**config.mk**
```make
export PLATFORM = sky130hd
export DESIGN_NAME = ahb_gpio_slave_flat
export DESIGN_NICKNAME = d
export VERILOG_FILES = /design/src/mfp_bus_pkg.sv /design/src/mfp_map_pkg.sv /design/src/ahb_slave_if.sv /design/src/ahb_gpio_slave.sv /design/src/flat_wrapper.sv
export SDC_FILE = /design/constraint.sdc
export NUM_CORES = 1
export LEC_CHECK = 0
export BUFFER_PORTS_ARGS = -buffer_cell sky130_fd_sc_hd__buf_4
export CAP_MARGIN = 15
export CORE_AREA = 2 2 69 71
export DETAILED_ROUTE_END_ITERATION = 10
export DIE_AREA = 0 0 71 73
export MAX_ROUTING_LAYER = met4
export PLACE_DENSITY = 0.83
export SETUP_SLACK_MARGIN = 0.02
export SYNTH_ARGS = -nofsm -noshare
export SYNTH_HDL_FRONTEND = slang
export SYNTH_SLANG_ARGS = --single-unit
```
**constraint.sdc**
```tcl
create_clock -name hclk -period 2.21 [get_ports hclk]
set_input_delay 0.1105 -clock hclk [delete_from_list [all_inputs] [get_ports hclk]]
set_output_delay 0.1105 -clock hclk [all_outputs]
set_load 0.03 [all_outputs]
```
**src/mfp_bus_pkg.sv**
```systemverilog
package mfp_bus_pkg;

    // ------------------------------------------------------------------------
    // AHB-Lite field types
    // ------------------------------------------------------------------------

    typedef logic [31:0] haddr_t;
    typedef logic [31:0] hdata_t;
    typedef logic [2:0]  hsize_t;
    typedef logic [1:0]  htrans_t;

    // One bit per byte lane, lane 0 is hdata_t bits 7:0
    typedef logic [3:0]  byte_en_t;

    // ------------------------------------------------------------------------
    // Transfer codes
    // ------------------------------------------------------------------------

    // The core issues single transfers only, so SEQ and BUSY never appear
    localparam htrans_t HTRANS_IDLE   = 2'b00;
    localparam htrans_t HTRANS_NONSEQ = 2'b10;

    localparam hsize_t HSIZE_BYTE = 3'b000;
    localparam hsize_t HSIZE_HALF = 3'b001;
    localparam hsize_t HSIZE_WORD = 3'b010;   // Widest size on a 32-bit bus

endpackage

```
**src/mfp_map_pkg.sv**
```systemverilog
package mfp_map_pkg;

    // ------------------------------------------------------------------------
    // Devices on the matrix
    // ------------------------------------------------------------------------

    localparam int DEVICE_COUNT = 3;

    // Index into dev_sel_t, lower index wins in the response mux
    localparam int DEV_RESET_RAM = 0;
    localparam int DEV_RAM       = 1;
    localparam int DEV_GPIO      = 2;

    typedef logic [DEVICE_COUNT-1:0] dev_sel_t;

    // ------------------------------------------------------------------------
    // Address match values (physical addresses, kseg bits 31:29 ignored)
    // ------------------------------------------------------------------------

    // Boot RAM, 4 MB window at 0x1fc00000, bits 28:22
    localparam logic [6:0] RESET_RAM_MATCH = 7'h7f;

    // Main RAM, 64 MB window at 0x00000000, bits 28:26
    localparam logic [2:0] RAM_MATCH = 3'h0;

    // GPIO, 4 MB window at 0x1f800000, bits 28:22
    localparam logic [6:0] GPIO_MATCH = 7'h7e;

    // GPIO register word offsets (address bits 3:2)
    localparam logic [1:0] GPIO_REG_RED      = 2'd0;
    localparam logic [1:0] GPIO_REG_GREEN    = 2'd1;
    localparam logic [1:0] GPIO_REG_SWITCHES = 2'd2;   // Read only
    localparam logic [1:0] GPIO_REG_BUTTONS  = 2'd3;   // Read only

endpackage

```
**src/ahb_slave_if.sv**
```systemverilog
`timescale 1ns/100ps

interface ahb_slave_if;

    // Master fields, fanned out by the select stage
    mfp_bus_pkg::haddr_t  haddr;
    logic                 hwrite;
    mfp_bus_pkg::hsize_t  hsize;
    mfp_bus_pkg::htrans_t htrans;
    mfp_bus_pkg::hdata_t  hwdata;   // Data phase
    logic                 hsel;     // Address phase select
    logic                 hready;   // Global ready from the response mux

    // Slave response
    mfp_bus_pkg::hdata_t  hrdata;
    logic                 hreadyout;
    logic                 hresp;

    modport slave (
        input  haddr, hwrite, hsize, htrans, hwdata, hsel, hready,
        output hrdata, hreadyout, hresp
    );

    modport matrix (
        output haddr, hwrite, hsize, htrans, hwdata, hsel, hready,
        input  hrdata, hreadyout, hresp
    );

endinterface

```
**src/ahb_gpio_slave.sv**
```systemverilog
`timescale 1ns/100ps

module ahb_gpio_slave #(
    parameter int N_RED_LEDS   = 18,
    parameter int N_GREEN_LEDS = 8,
    parameter int N_SWITCHES   = 18,
    parameter int N_BUTTONS    = 4
) (
    input  logic                    hclk,
    input  logic                    rst,
    ahb_slave_if.slave              bus,
    input  logic [N_SWITCHES-1:0]   switches,
    input  logic [N_BUTTONS-1:0]    buttons,
    output logic [N_RED_LEDS-1:0]   red_leds,
    output logic [N_GREEN_LEDS-1:0] green_leds
);

    logic       active;
    logic       write_r;
    logic [1:0] reg_r;     // Word offset of the current data phase

    always_ff @(posedge hclk) begin
        if (rst)
            active <= 1'b0;
        else if (bus.hready)
            active <= bus.hsel && (bus.htrans == mfp_bus_pkg::HTRANS_NONSEQ);
    end

    always_ff @(posedge hclk) begin
        if (bus.hready) begin
            reg_r   <= bus.haddr[3:2];
            write_r <= bus.hwrite;
        end
    end

    // LED registers
    always_ff @(posedge hclk) begin
        if (rst) begin
            red_leds   <= '0;
            green_leds <= '0;
        end else if (active && write_r && bus.hready) begin
            case (reg_r)
                mfp_map_pkg::GPIO_REG_RED:   red_leds   <= bus.hwdata[N_RED_LEDS-1:0];
                mfp_map_pkg::GPIO_REG_GREEN: green_leds <= bus.hwdata[N_GREEN_LEDS-1:0];
                default: ;   // Switches and buttons are inputs
            endcase
        end
    end

    // Read back, zero-extended to the bus width
    always_comb begin
        case (reg_r)
            mfp_map_pkg::GPIO_REG_RED:      bus.hrdata = mfp_bus_pkg::hdata_t'(red_leds);
            mfp_map_pkg::GPIO_REG_GREEN:    bus.hrdata = mfp_bus_pkg::hdata_t'(green_leds);
            mfp_map_pkg::GPIO_REG_SWITCHES: bus.hrdata = mfp_bus_pkg::hdata_t'(switches);
            mfp_map_pkg::GPIO_REG_BUTTONS:  bus.hrdata = mfp_bus_pkg::hdata_t'(buttons);
        endcase
    end

    assign bus.hreadyout = 1'b1;   // Zero wait states
    assign bus.hresp     = 1'b0;

endmodule

```
**src/flat_wrapper.sv**
```systemverilog
// flat-port wrapper written by rule: the top's interface ports become plain ports
module ahb_gpio_slave_flat 
#(
    parameter int N_RED_LEDS   = 18,
    parameter int N_GREEN_LEDS = 8,
    parameter int N_SWITCHES   = 18,
    parameter int N_BUTTONS    = 4
)
  (hclk, rst, switches, buttons, red_leds, green_leds, bus_haddr, bus_hwrite, bus_hsize, bus_htrans, bus_hwdata, bus_hsel, bus_hready, bus_hrdata, bus_hreadyout, bus_hresp);
  ahb_slave_if bus_i ();
  input  logic hclk;
  input  logic rst;
  input  logic [N_SWITCHES-1:0] switches;
  input  logic [N_BUTTONS-1:0] buttons;
  output logic [N_RED_LEDS-1:0] red_leds;
  output logic [N_GREEN_LEDS-1:0] green_leds;
  input wire logic [$bits(bus_i.haddr)-1:0] bus_haddr;
  input wire logic [$bits(bus_i.hwrite)-1:0] bus_hwrite;
  input wire logic [$bits(bus_i.hsize)-1:0] bus_hsize;
  input wire logic [$bits(bus_i.htrans)-1:0] bus_htrans;
  input wire logic [$bits(bus_i.hwdata)-1:0] bus_hwdata;
  input wire logic [$bits(bus_i.hsel)-1:0] bus_hsel;
  input wire logic [$bits(bus_i.hready)-1:0] bus_hready;
  output wire logic [$bits(bus_i.hrdata)-1:0] bus_hrdata;
  output wire logic [$bits(bus_i.hreadyout)-1:0] bus_hreadyout;
  output wire logic [$bits(bus_i.hresp)-1:0] bus_hresp;
  assign bus_i.haddr = bus_haddr;
  assign bus_i.hwrite = bus_hwrite;
  assign bus_i.hsize = bus_hsize;
  assign bus_i.htrans = bus_htrans;
  assign bus_i.hwdata = bus_hwdata;
  assign bus_i.hsel = bus_hsel;
  assign bus_i.hready = bus_hready;
  assign bus_hrdata = bus_i.hrdata;
  assign bus_hreadyout = bus_i.hreadyout;
  assign bus_hresp = bus_i.hresp;
  ahb_gpio_slave #(.N_RED_LEDS(N_RED_LEDS), .N_GREEN_LEDS(N_GREEN_LEDS), .N_SWITCHES(N_SWITCHES), .N_BUTTONS(N_BUTTONS)) u_core (.hclk(hclk), .rst(rst), .bus(bus_i), .switches(switches), .buttons(buttons), .red_leds(red_leds), .green_leds(green_leds));
endmodule
```
**After elaboration in Yosys (flattened, before gate mapping)**

Index checks and enable logic that the tools add are counted.

- Bits of input ports: 96
- Output and inout port bits: 60
- Logic and storage cells: 16
- Bits in registers: 30

- Equality and inequality tests: 4
- Multiplexer cells: 1
- Reductions and logical operators: 6

Operators by type and width:

| kind | number |
|---|---|
| 32-bit one-hot mux with 4 select lines | 1 |
| 2-bit equality test, second input constant | 3 |
| 2-bit AND reduction | 2 |
| 1-bit logical AND | 3 |
| 2-bit by 1-bit equality test with 1-bit output, second input constant | 1 |
| 2-bit zero test | 1 |

**Logic depth before layout (Yosys ltp)**

Gate-level depths: netlist of run 1.

- Word-level depth: 3
- Gate-level depth with buffers: 4
- Mapped depth without buffers: 3

**Least setup slack after synthesis of run 1**

Ideal clock, no wire load.

- Kind: flip-flop to output port
- Start: register u_core.reg_r[1]
- End: output port bus_hrdata[4]
- Arrival: 1.458 ns
- Stages on the path, launching flop included: 4
- Required time: 2.099 ns
- Path buffers: 2
- Setup slack: 0.642 ns
- Cells stage by stage: edfxtp_1 -> buf_4 -> buf_2 -> o21ai_0

- Cells in the longest elaborated chain, start to end: 2
- Elaborated cells on any way between the ends: 5
- Classes of those cells: 3 x eq/ne; 1 x mux; 1 x reduce/logical

RTL lines:

| item | RTL line | source |
|---|---|---|
| start: declaration | ahb_gpio_slave.sv:20 | `logic [1:0] reg_r;` |
| start signal: assignment | ahb_gpio_slave.sv:31 | `reg_r <= bus.haddr[3:2];` |
| 2-bit equality test (tied with other cells) | ahb_gpio_slave.sv:52 | `case (reg_r)` |
| 32-bit one-hot mux with 4 select lines (*) | ahb_gpio_slave.sv:52 |  |
| end: declaration | flat_wrapper.sv:24 | `output wire logic [$bits(bus_i.hrdata)-1:0] bus_hrdata;` |

Every way passes the cells marked *; elsewhere a longest branch is shown, timed or not. The select of a mux whose other input is x is not followed.

**Final worst setup path of run 1**

- Start: register u_core.reg_r[1]
- End: output port bus_hrdata[0]

The elaborated chain is that of the path after synthesis.

==> impl_metrics.json, run 1 <==
{
  "status": "finished, final reports clean",
  "finalSetupViolCount": 0,
  "antenna_left": 0,
  "placed_area_um2": 2400,
  "portBuffers": 92,
  "synth_seq_cells": 30,
  "crit_start": "u_core.reg_r[1]",
  "synthTopCellsByArea": "dfxtp_1 (31%), mux2i_1 (23%), nand2b_1 (16%)",
  "syn_inst": 172,
  "htreeDepth": 2,
  "placementRows": 25,
  "grt_pass1_vias": 1352,
  "worstSetupEndpoint": "bus_hrdata[0]",
  "post_cts_buffers": 0,
  "clk_latency_ns": 0.27,
  "ir_drop_uv": 263,
  "antenna_found_initial": 0,
  "wl_um": 3940,
  "hold_class": "primary input to flip-flop",
  "worst-path-max-fanout": 8,
  "cts_made_buffers": 5,
  "finalNonFillerCells": 318,
  "drc_errors": 0,
  "cap_viol_max_count": 0,
  "required_ns": 2.10,
  "p_leak_uw": 0.00120,
  "total_power_uw": 1280,
  "cts_sinks": 30,
  "dr.pass1.iters": 4,
  "hpwl_um": 3050,
  "vias": 1454,
  "rsz0062_at_grt": "false",
  "drt_iter0_markers": 58,
  "slew_violations": 0,
  "layout_common_cells": "buf_4 (95), nand2b_1 (45), mux2i_1 (40)",
  "layout_min_cycle_time_ns": 1.87,
  "vias_per_cell": 4.57,
  "ff_latch_area_um2": 631,
  "yosysTopAreaCellShare": 0.312,
  "syn-mean-instance-area_um2": 10.1,
  "rr_endpoint": "u_core.red_leds[13]",
  "ys_seq_area_frac": 0.364,
  "synth_area_leader_cell": "dfxtp_1",
  "grt_pass1_wl_um": 6350,
  "synth_cell_types": 21,
  "max_freq_mhz": 533,
  "antenna_cells": 0,
  "arrival_ns": 1.76,
  "start_util": 0.382,
  "dieArea_um2": 5180,
  "cts_tree": "yes",
  "dpl.cell_count": 310,
  "power.density_nw_per_um2": 513,
  "yosysWarnings": 0,
  "met1_usage": 0.173,
  "grt_use_met2": 0.285,
  "r2r_setup_slack_ns": 0.64,
  "nFillCells": 411,
  "cts.clk_slew.worst_paths_ns": 0.06,
  "coreArea_um2": 4540,
  "place_congestion": 0.691,
  "crit_path_end_kind": "output pin",
  "grt_max_degree": 46,
  "final_area_um2": 2490,
  "start_kind": "flip-flop",
  "drive_gt1_frac": 0.413,
  "nNetsFinal": 359,
  "top_usage_layer": "met2",
  "grt_use_total": 0.162,
  "syn_area_um2": 1730,
  "fin_skew_ns": 0.00280,
  "wl_per_cell_um": 12.4,
  "cts_resized": 0,
  "finalHoldViolCount": 0,
  "clk_path_buf_depth": 2,
  "reg2regPathDepth": 4,
  "dieWidth_um": 71,
  "min_path_cells": 1,
  "die_h_um": 73,
  "crit_type": "flip-flop to output pin",
  "ios": 156,
  "final_common_cell": "buf_4",
  "reg2reg_from": "u_core.reg_r[1]",
  "tns_ns": 0,
  "hold_buffers": 0,
  "use_met3": 0.0539,
  "area_delta_synth_final_pct": 43.9,
  "period_share": 0.848,
  "multi_input_area_um2": 966,
  "grt_overflow": 0,
  "ctsRootBufferMaster": "clkbuf_8"
}
-- power by group --
| part | total [µW] | leakage (µW) | switching, µW | internal (µW) |
|---|---|---|---|---|
| Sequential | 567 | 0.000247 | 11.4 | 556 |
| Combinational | 268 | 0.000903 | 141 | 127 |
| Clock | 443 | 0.0000482 | 192 | 251 |
| Total | 1280 | 0.00120 | 344 | 934 |
-- Yosys cell counts --
| master | number |
|---|---|
| nor2_4 | 1 |
| nand4b_1 | 1 |
| buf_2 | 3 |
| edfxtp_1 | 3 |
| or2_1 | 1 |
| inv_1 | 1 |
| mux2i_1 | 40 |
| buf_4 | 17 |
| nand4b_4 | 1 |
| mux4_2 | 4 |
| clkbuf_1 | 4 |
| a21oi_1 | 1 |
| nor2_1 | 10 |
| conb_1 | 2 |
| buf_6 | 1 |
| nand2b_1 | 45 |
| nand2_1 | 4 |
| nor2b_1 | 1 |
| o21ai_0 | 4 |
| buf_8 | 1 |
| dfxtp_1 | 27 |
-- registers in the layout, indices dropped and copies added, names as in the netlist --
name               flops
u_core.active          1
u_core.green_leds      8
u_core.red_leds       18
u_core.reg_r           2
u_core.write_r         1
-- layer usage --
| layer | wire, µm | up-vias | part of all wire |
|---|---|---|---|
| met3 | 363 | 6 | 0.092 |
| met2 | 2040 | 68 | 0.52 |
| met1 | 1490 | 658 | 0.38 |
| li1 | - | 722 | - |
| met5 | 0 | - | 0 |
| met4 | 45 | 0 | 0.011 |
-- worst min path at each step --
stage                 start               to  slack (ns)
6_report         bus_hwrite   u_core.write_r        0.01
3_5_place_dp     bus_hwrite   u_core.write_r        0.29
5_1_grt          bus_hwrite   u_core.write_r       0.001
4_1_cts          bus_hwrite   u_core.write_r      0.0009
3_3_place_gp     bus_hwrite   u_core.write_r        0.29
2_1_floorplan  bus_haddr[2]  u_core.reg_r[0]        0.21
-- cells by family after synthesis --
family                 after synthesis  synth area share
muxes                               44             0.283
DFF                                 30             0.364
AOI/OAI and AO/OA                    5            0.0144
buffers and inverters               27             0.108
and+or+nand+nor                     64             0.225
other                                2           0.00434
-- critical path, cell delays in order, from the launching register on --
cell and delay (ns):
edfxtp_1 0.54, buf_4 0.25, mux4_2 0.51, buf_4 0.18
-- per-stage QoR --
stage                     hold slack (ns)   util  setup slack [ns]
after floorplan                     0.209      -             0.642
after global placement              0.289  0.529             0.600
after detailed placement            0.290  0.529             0.573
after CTS                        0.000884  0.550             0.262
after global routing              0.00110  0.550             0.228
final                              0.0102  0.550             0.335
-- area by class of cell --
type / instances / share of cell area
sequential: 30 / 0.253
multi-input combinational: 129 / 0.388
clock buffer: 7 / 0.0346
timing repair buffer: 96 / 0.294
clock inverter: 1 / 0.00201
inverter: 1 / 0.00151
tap: 54 / 0.0271
Power figures use the tool's default switching activity.
==> run 2: changes to the inputs <==
CORE_AREA = 2 2 72 74   (was 2 2 69 71)
DIE_AREA = 0 0 74 76   (was 0 0 71 73)
PLACE_DENSITY = 0.77   (was 0.83)
clock period = 1.85 ns   (was 2.21 ns; I/O delays follow)
==> run 2 against run 1 <==
Net effect: combinational power up 24%; total power grew 16%; count of clock-buffer cells in the layout decreased by 2; cell area increased by 1.7%; register-to-register slack got worse by 0.32 ns; setup slack got worse by 0.16 ns; first-iteration DRC count fell by 50%; sequential power grew 19%; via count is 1.6% higher; sequential share of layout area down 0.41 points.
==> impl_metrics.json, run 2 (synthesis results as in run 1) <==
{
  "grt_max_degree": 46,
  "crit_type": "flip-flop to output pin",
  "largest_reg_flops": 18,
  "cap_viol_max_count": 0,
  "slew_violations": 0,
  "layout_min_cycle_time_ns": 1.67,
  "largestRegisters": "u_core.red_leds (18), u_core.green_leds (8), u_core.reg_r (2)",
  "cts_made_buffers": 5,
  "ctsRootBufferMaster": "clkbuf_8",
  "final_area_um2": 2530,
  "antenna_left": 0,
  "crit_start": "u_core.reg_r[1]",
  "reg2reg_from": "u_core.reg_r[1]",
  "clk_path_buf_depth": 2,
  "grt_pass1_vias": 1419,
  "die_h_um": 76,
  "power.density_nw_per_um2": 586,
  "wl_per_cell_um": 11.9,
  "arrival_ns": 1.58,
  "start_util": 0.353,
  "grt_use_total": 0.153,
  "htreeDepth": 2,
  "nNetsFinal": 364,
  "drt_iter0_markers": 29,
  "finalSetupViolCount": 0,
  "wl_um": 4030,
  "coreArea_um2": 4910,
  "ff_latch_area_um2": 631,
  "fin_skew_ns": 0.0105,
  "drc_errors": 0,
  "layout_common_cells": "buf_4 (98), nand2b_1 (45), mux2i_1 (40)",
  "dieArea_um2": 5620,
  "cts_tree": "yes",
  "cts_resized": 0,
  "p_leak_uw": 0.00121,
  "hold_class": "primary input to flip-flop",
  "vias_per_cell": 4.36,
  "rsz0062_at_grt": "false",
  "portBuffers": 92,
  "multi_input_area_um2": 966,
  "dr.pass1.iters": 4,
  "hpwl_um": 3100,
  "tns_ns": 0,
  "start_kind": "flip-flop",
  "cts_sinks": 30,
  "grt_pass1_wl_um": 6620,
  "max_freq_mhz": 597,
  "area_delta_synth_final_pct": 46.3,
  "period_share": 0.905,
  "placed_area_um2": 2420,
  "dieWidth_um": 74,
  "worst-path-max-fanout": 11,
  "ir_drop_uv": 294,
  "clk_latency_ns": 0.27,
  "place_congestion": 0.681,
  "grt_overflow": 0,
  "status": "finished, final reports clean",
  "final_common_cell": "buf_4",
  "antenna_cells": 0,
  "hold_buffers": 3,
  "antenna_found_initial": 0,
  "nFillCells": 465,
  "post_cts_buffers": 0,
  "hold_start": "bus_hready",
  "ios": 156,
  "vias": 1477,
  "regMostFlops": "u_core.red_leds",
  "finalHoldViolCount": 0,
  "drive_gt1_frac": 0.405,
  "crit_path_end_kind": "output pin",
  "placementRows": 26,
  "required_ns": 1.76,
  "cts.clk_slew.worst_paths_ns": 0.07
}
run 2: cell type report:
class / count / share of cell area
clock buffers: 5 / 0.0272
flip-flops and latches: 30 / 0.249
inverters: 1 / 0.00148
multi-input cells: 129 / 0.381
repair buffers: 101 / 0.302
well taps: 70 / 0.0346
clock inverters: 3 / 0.00444
run 2: worst max-delay path: stages, from the launching register on:
cell and delay, ns:
edfxtp_1 0.35, buf_4 0.22, nor2b_1 0.36, nand2_1 0.09
o21ai_0 0.09, buf_4 0.19
run 2: worst paths after layout:
kind	end	slack, ns	cells after the start
worst max-delay path	bus_hrdata[6]	0.18	5
worst min register to register	u_core.red_leds[9]	0.49	2
worst min-delay path	u_core.reg_r[1]	0.08	1
worst max register to register	u_core.green_leds[3]	0.32	4
run 2: layer usage:
metal	track usage	wire length, µm	vias to the layer above
met3	0.0423	300	4
met5	-	0	-
met2	0.253	2000	65
li1	-	-	730
met4	0.0382	27	0
met1	0.181	1700	678
run 2: stage by stage:
stage / cells / hold WS [ns] / setup slack [ns] / utilization / power [µW]
after floorplan: 186 / 0.191 / 0.300 / - / 905
after global placement: 328 / 0.271 / 0.336 / 0.493 / 1010
after detailed placement: 328 / 0.273 / 0.307 / 0.493 / 1020
after CTS: 339 / 0.0692 / 0.119 / 0.516 / 1520
after global routing: 339 / 0.0696 / 0.0212 / 0.516 / 1570
final: 339 / 0.0810 / 0.176 / 0.516 / 1490
run 2: report_power, final:
group,internal (µW),total [µW],switching [µW],leakage (µW)
Combinational,158,332,174,0.000923
Clock,250,480,230,0.0000407
Sequential,664,673,8.96,0.000247
Total,1070,1490,413,0.00121
==> run 3: changes to the inputs <==
CORE_AREA = 2 2 75 77   (was 2 2 72 74)
DIE_AREA = 0 0 77 79   (was 0 0 74 76)
PLACE_DENSITY = 0.74   (was 0.77)
RECOVER_POWER = 50   (was default)
clock period = 1.4 ns   (was 1.85 ns; I/O delays follow)
==> run 3 against run 2 <==
Net effect: the flow now finishes with violations (negative setup slack); flip-flop and latch count stayed put; critical path depth is 2 lower; clock power up 39%; critical path type unchanged; largest cell class unchanged.
==> impl_metrics.json, run 3 (synthesis results as in run 1) <==
{
  "grt_overflow": 0,
  "ctsRootBufferMaster": "clkbuf_8",
  "rr_endpoint": "u_core.red_leds[8]",
  "finalHoldViolCount": 0,
  "clk_latency_ns": 0.28,
  "r2r_setup_slack_ns": 0.03,
  "cap_viol_max_count": 0,
  "fin_skew_ns": 0.0135,
  "dieWidth_um": 77,
  "cts.clk_slew.worst_paths_ns": 0.07,
  "cts_made_buffers": 5,
  "ff_latch_area_um2": 631,
  "cts_sinks": 30,
  "grt_pass1_wl_um": 6850,
  "final_common_cell": "buf_4",
  "die_h_um": 79,
  "largest_reg_flops": 18,
  "reg2regPathDepth": 5,
  "start_kind": "flip-flop",
  "drt_iter0_markers": 55,
  "p_sw_uw": 576,
  "hold_start": "bus_hwdata[14]",
  "portBuffers": 92,
  "nFillCells": 529,
  "drive_gt1_frac": 0.366,
  "place_congestion": 0.639,
  "dr.pass1.iters": 4,
  "dieArea_um2": 6080,
  "vias_per_cell": 4.32,
  "layout_min_cycle_time_ns": 1.58,
  "tns_ns": -2.01,
  "ir_drop_uv": 390,
  "min_path_cells": 3,
  "vias": 1491,
  "p_leak_uw": 0.00118,
  "dpl.cell_count": 330,
  "coreArea_um2": 5340,
  "finalNonFillerCells": 345,
  "placementRows": 27,
  "slew_violations": 0,
  "wl_um": 4300,
  "worst_slack_ns": -0.177,
  "multi_input_area_um2": 971,
  "total_power_uw": 2030,
  "wl_per_cell_um": 12.5,
  "crit_path_end_kind": "output pin",
  "grt_pass1_vias": 1454,
  "drc_errors": 0,
  "power_frac_seq": 0.436,
  "worst-path-max-fanout": 8,
  "antenna_found_initial": 0,
  "grt_use_total": 0.147,
  "required_ns": 1.33,
  "p_clk_frac": 0.329,
  "ios": 156,
  "rsz0062_at_grt": "true",
  "antenna_cells": 0,
  "clk_path_buf_depth": 2,
  "max_freq_mhz": 634,
  "layout_common_cells": "buf_4 (72), nand2b_1 (45), mux2i_1 (40)",
  "grt_max_degree": 46,
  "hpwl_um": 3110,
  "regMostFlops": "u_core.red_leds",
  "nNetsFinal": 368,
  "swShare": 0.283,
  "reg2reg_from": "u_core.reg_r[1]",
  "antenna_left": 0,
  "cts_tree": "yes",
  "min_to": "u_core.red_leds[14]",
  "crit_type": "flip-flop to output pin",
  "period_share": 1.13,
  "status": "finished with violations",
  "pwr-share-comb": 0.235,
  "final_core_util": 0.483,
  "largestRegisters": "u_core.red_leds (18), u_core.green_leds (8), u_core.reg_r (2)",
  "htreeDepth": 2,
  "power.density_nw_per_um2": 789,
  "hold_class": "primary input to flip-flop",
  "area_delta_synth_final_pct": 48.8,
  "violations": "negative setup slack",
  "intPower_uw": 1460,
  "finalSetupViolCount": 18,
  "arrival_ns": 1.51,
  "start_util": 0.324
}
-- run 3: worst max-delay path, cell delays in order (launching register included) --
cell,delay (ns)
edfxtp_1,0.40
buf_12,0.15
mux4_2,0.51
buf_6,0.15
-- run 3: power groups by stage --
stage | combinational (µW) | sequential, µW | clock (µW)
floorplan | 290 | 906 | 0
global placement | 444 | 904 | 0
detailed placement | 449 | 905 | 0
CTS | 471 | 886 | 693
global route | 512 | 888 | 724
finish | 477 | 887 | 668
-- run 3: metal layers --
layer | part of all wire | GRT usage | vias up
met5 | 0 | - | -
met4 | 0.0067 | 0.0429 | 0
met3 | 0.063 | 0.0432 | 4
met2 | 0.51 | 0.252 | 63
met1 | 0.42 | 0.169 | 682
li1 | - | - | 742
-- run 3: layout make-up --
| type | instances | share of cell area |
|---|---|---|
| tap | 72 | 0.0350 |
| inverter | 1 | 0.00146 |
| sequential | 30 | 0.245 |
| multi-input combinational | 129 | 0.377 |
| clock buffer | 6 | 0.0282 |
| timing repair buffer | 105 | 0.310 |
| clock inverter | 2 | 0.00388 |
-- run 3: stage by stage --
step                      setup slack, ns  hold WS (ns)  cell area [µm²]
after global routing               -0.224        0.0623             2580
after floorplan                    -0.128         0.169             1780
final                              -0.177        0.0608             2580
after CTS                          -0.176        0.0403             2610
after detailed placement          0.00930         0.251             2460
after global placement             0.0253         0.250             2460
-- run 3: worst max-delay path by stage --
stage                               start                    to  slack, ns  depth (start not counted)
final                     u_core.reg_r[1]         bus_hrdata[2]      -0.18                          3
after global routing      u_core.reg_r[1]         bus_hrdata[3]      -0.22                          3
after CTS                 u_core.reg_r[1]         bus_hrdata[2]      -0.18                          3
after detailed placement  u_core.reg_r[1]  u_core.green_leds[3]      0.009                          3
after global placement    u_core.reg_r[1]  u_core.green_leds[1]       0.03                          3
after floorplan           u_core.reg_r[1]         bus_hrdata[4]      -0.13                          3
-- run 3: repair_timing --
action                                  CTS  global route
hold endpoints to repair                  3             0
pin swaps                                 0             0
gates resized for setup                   8             3
setup buffers                             1             3
endpoints found under the setup margin   24            26
hold buffers                              3             0
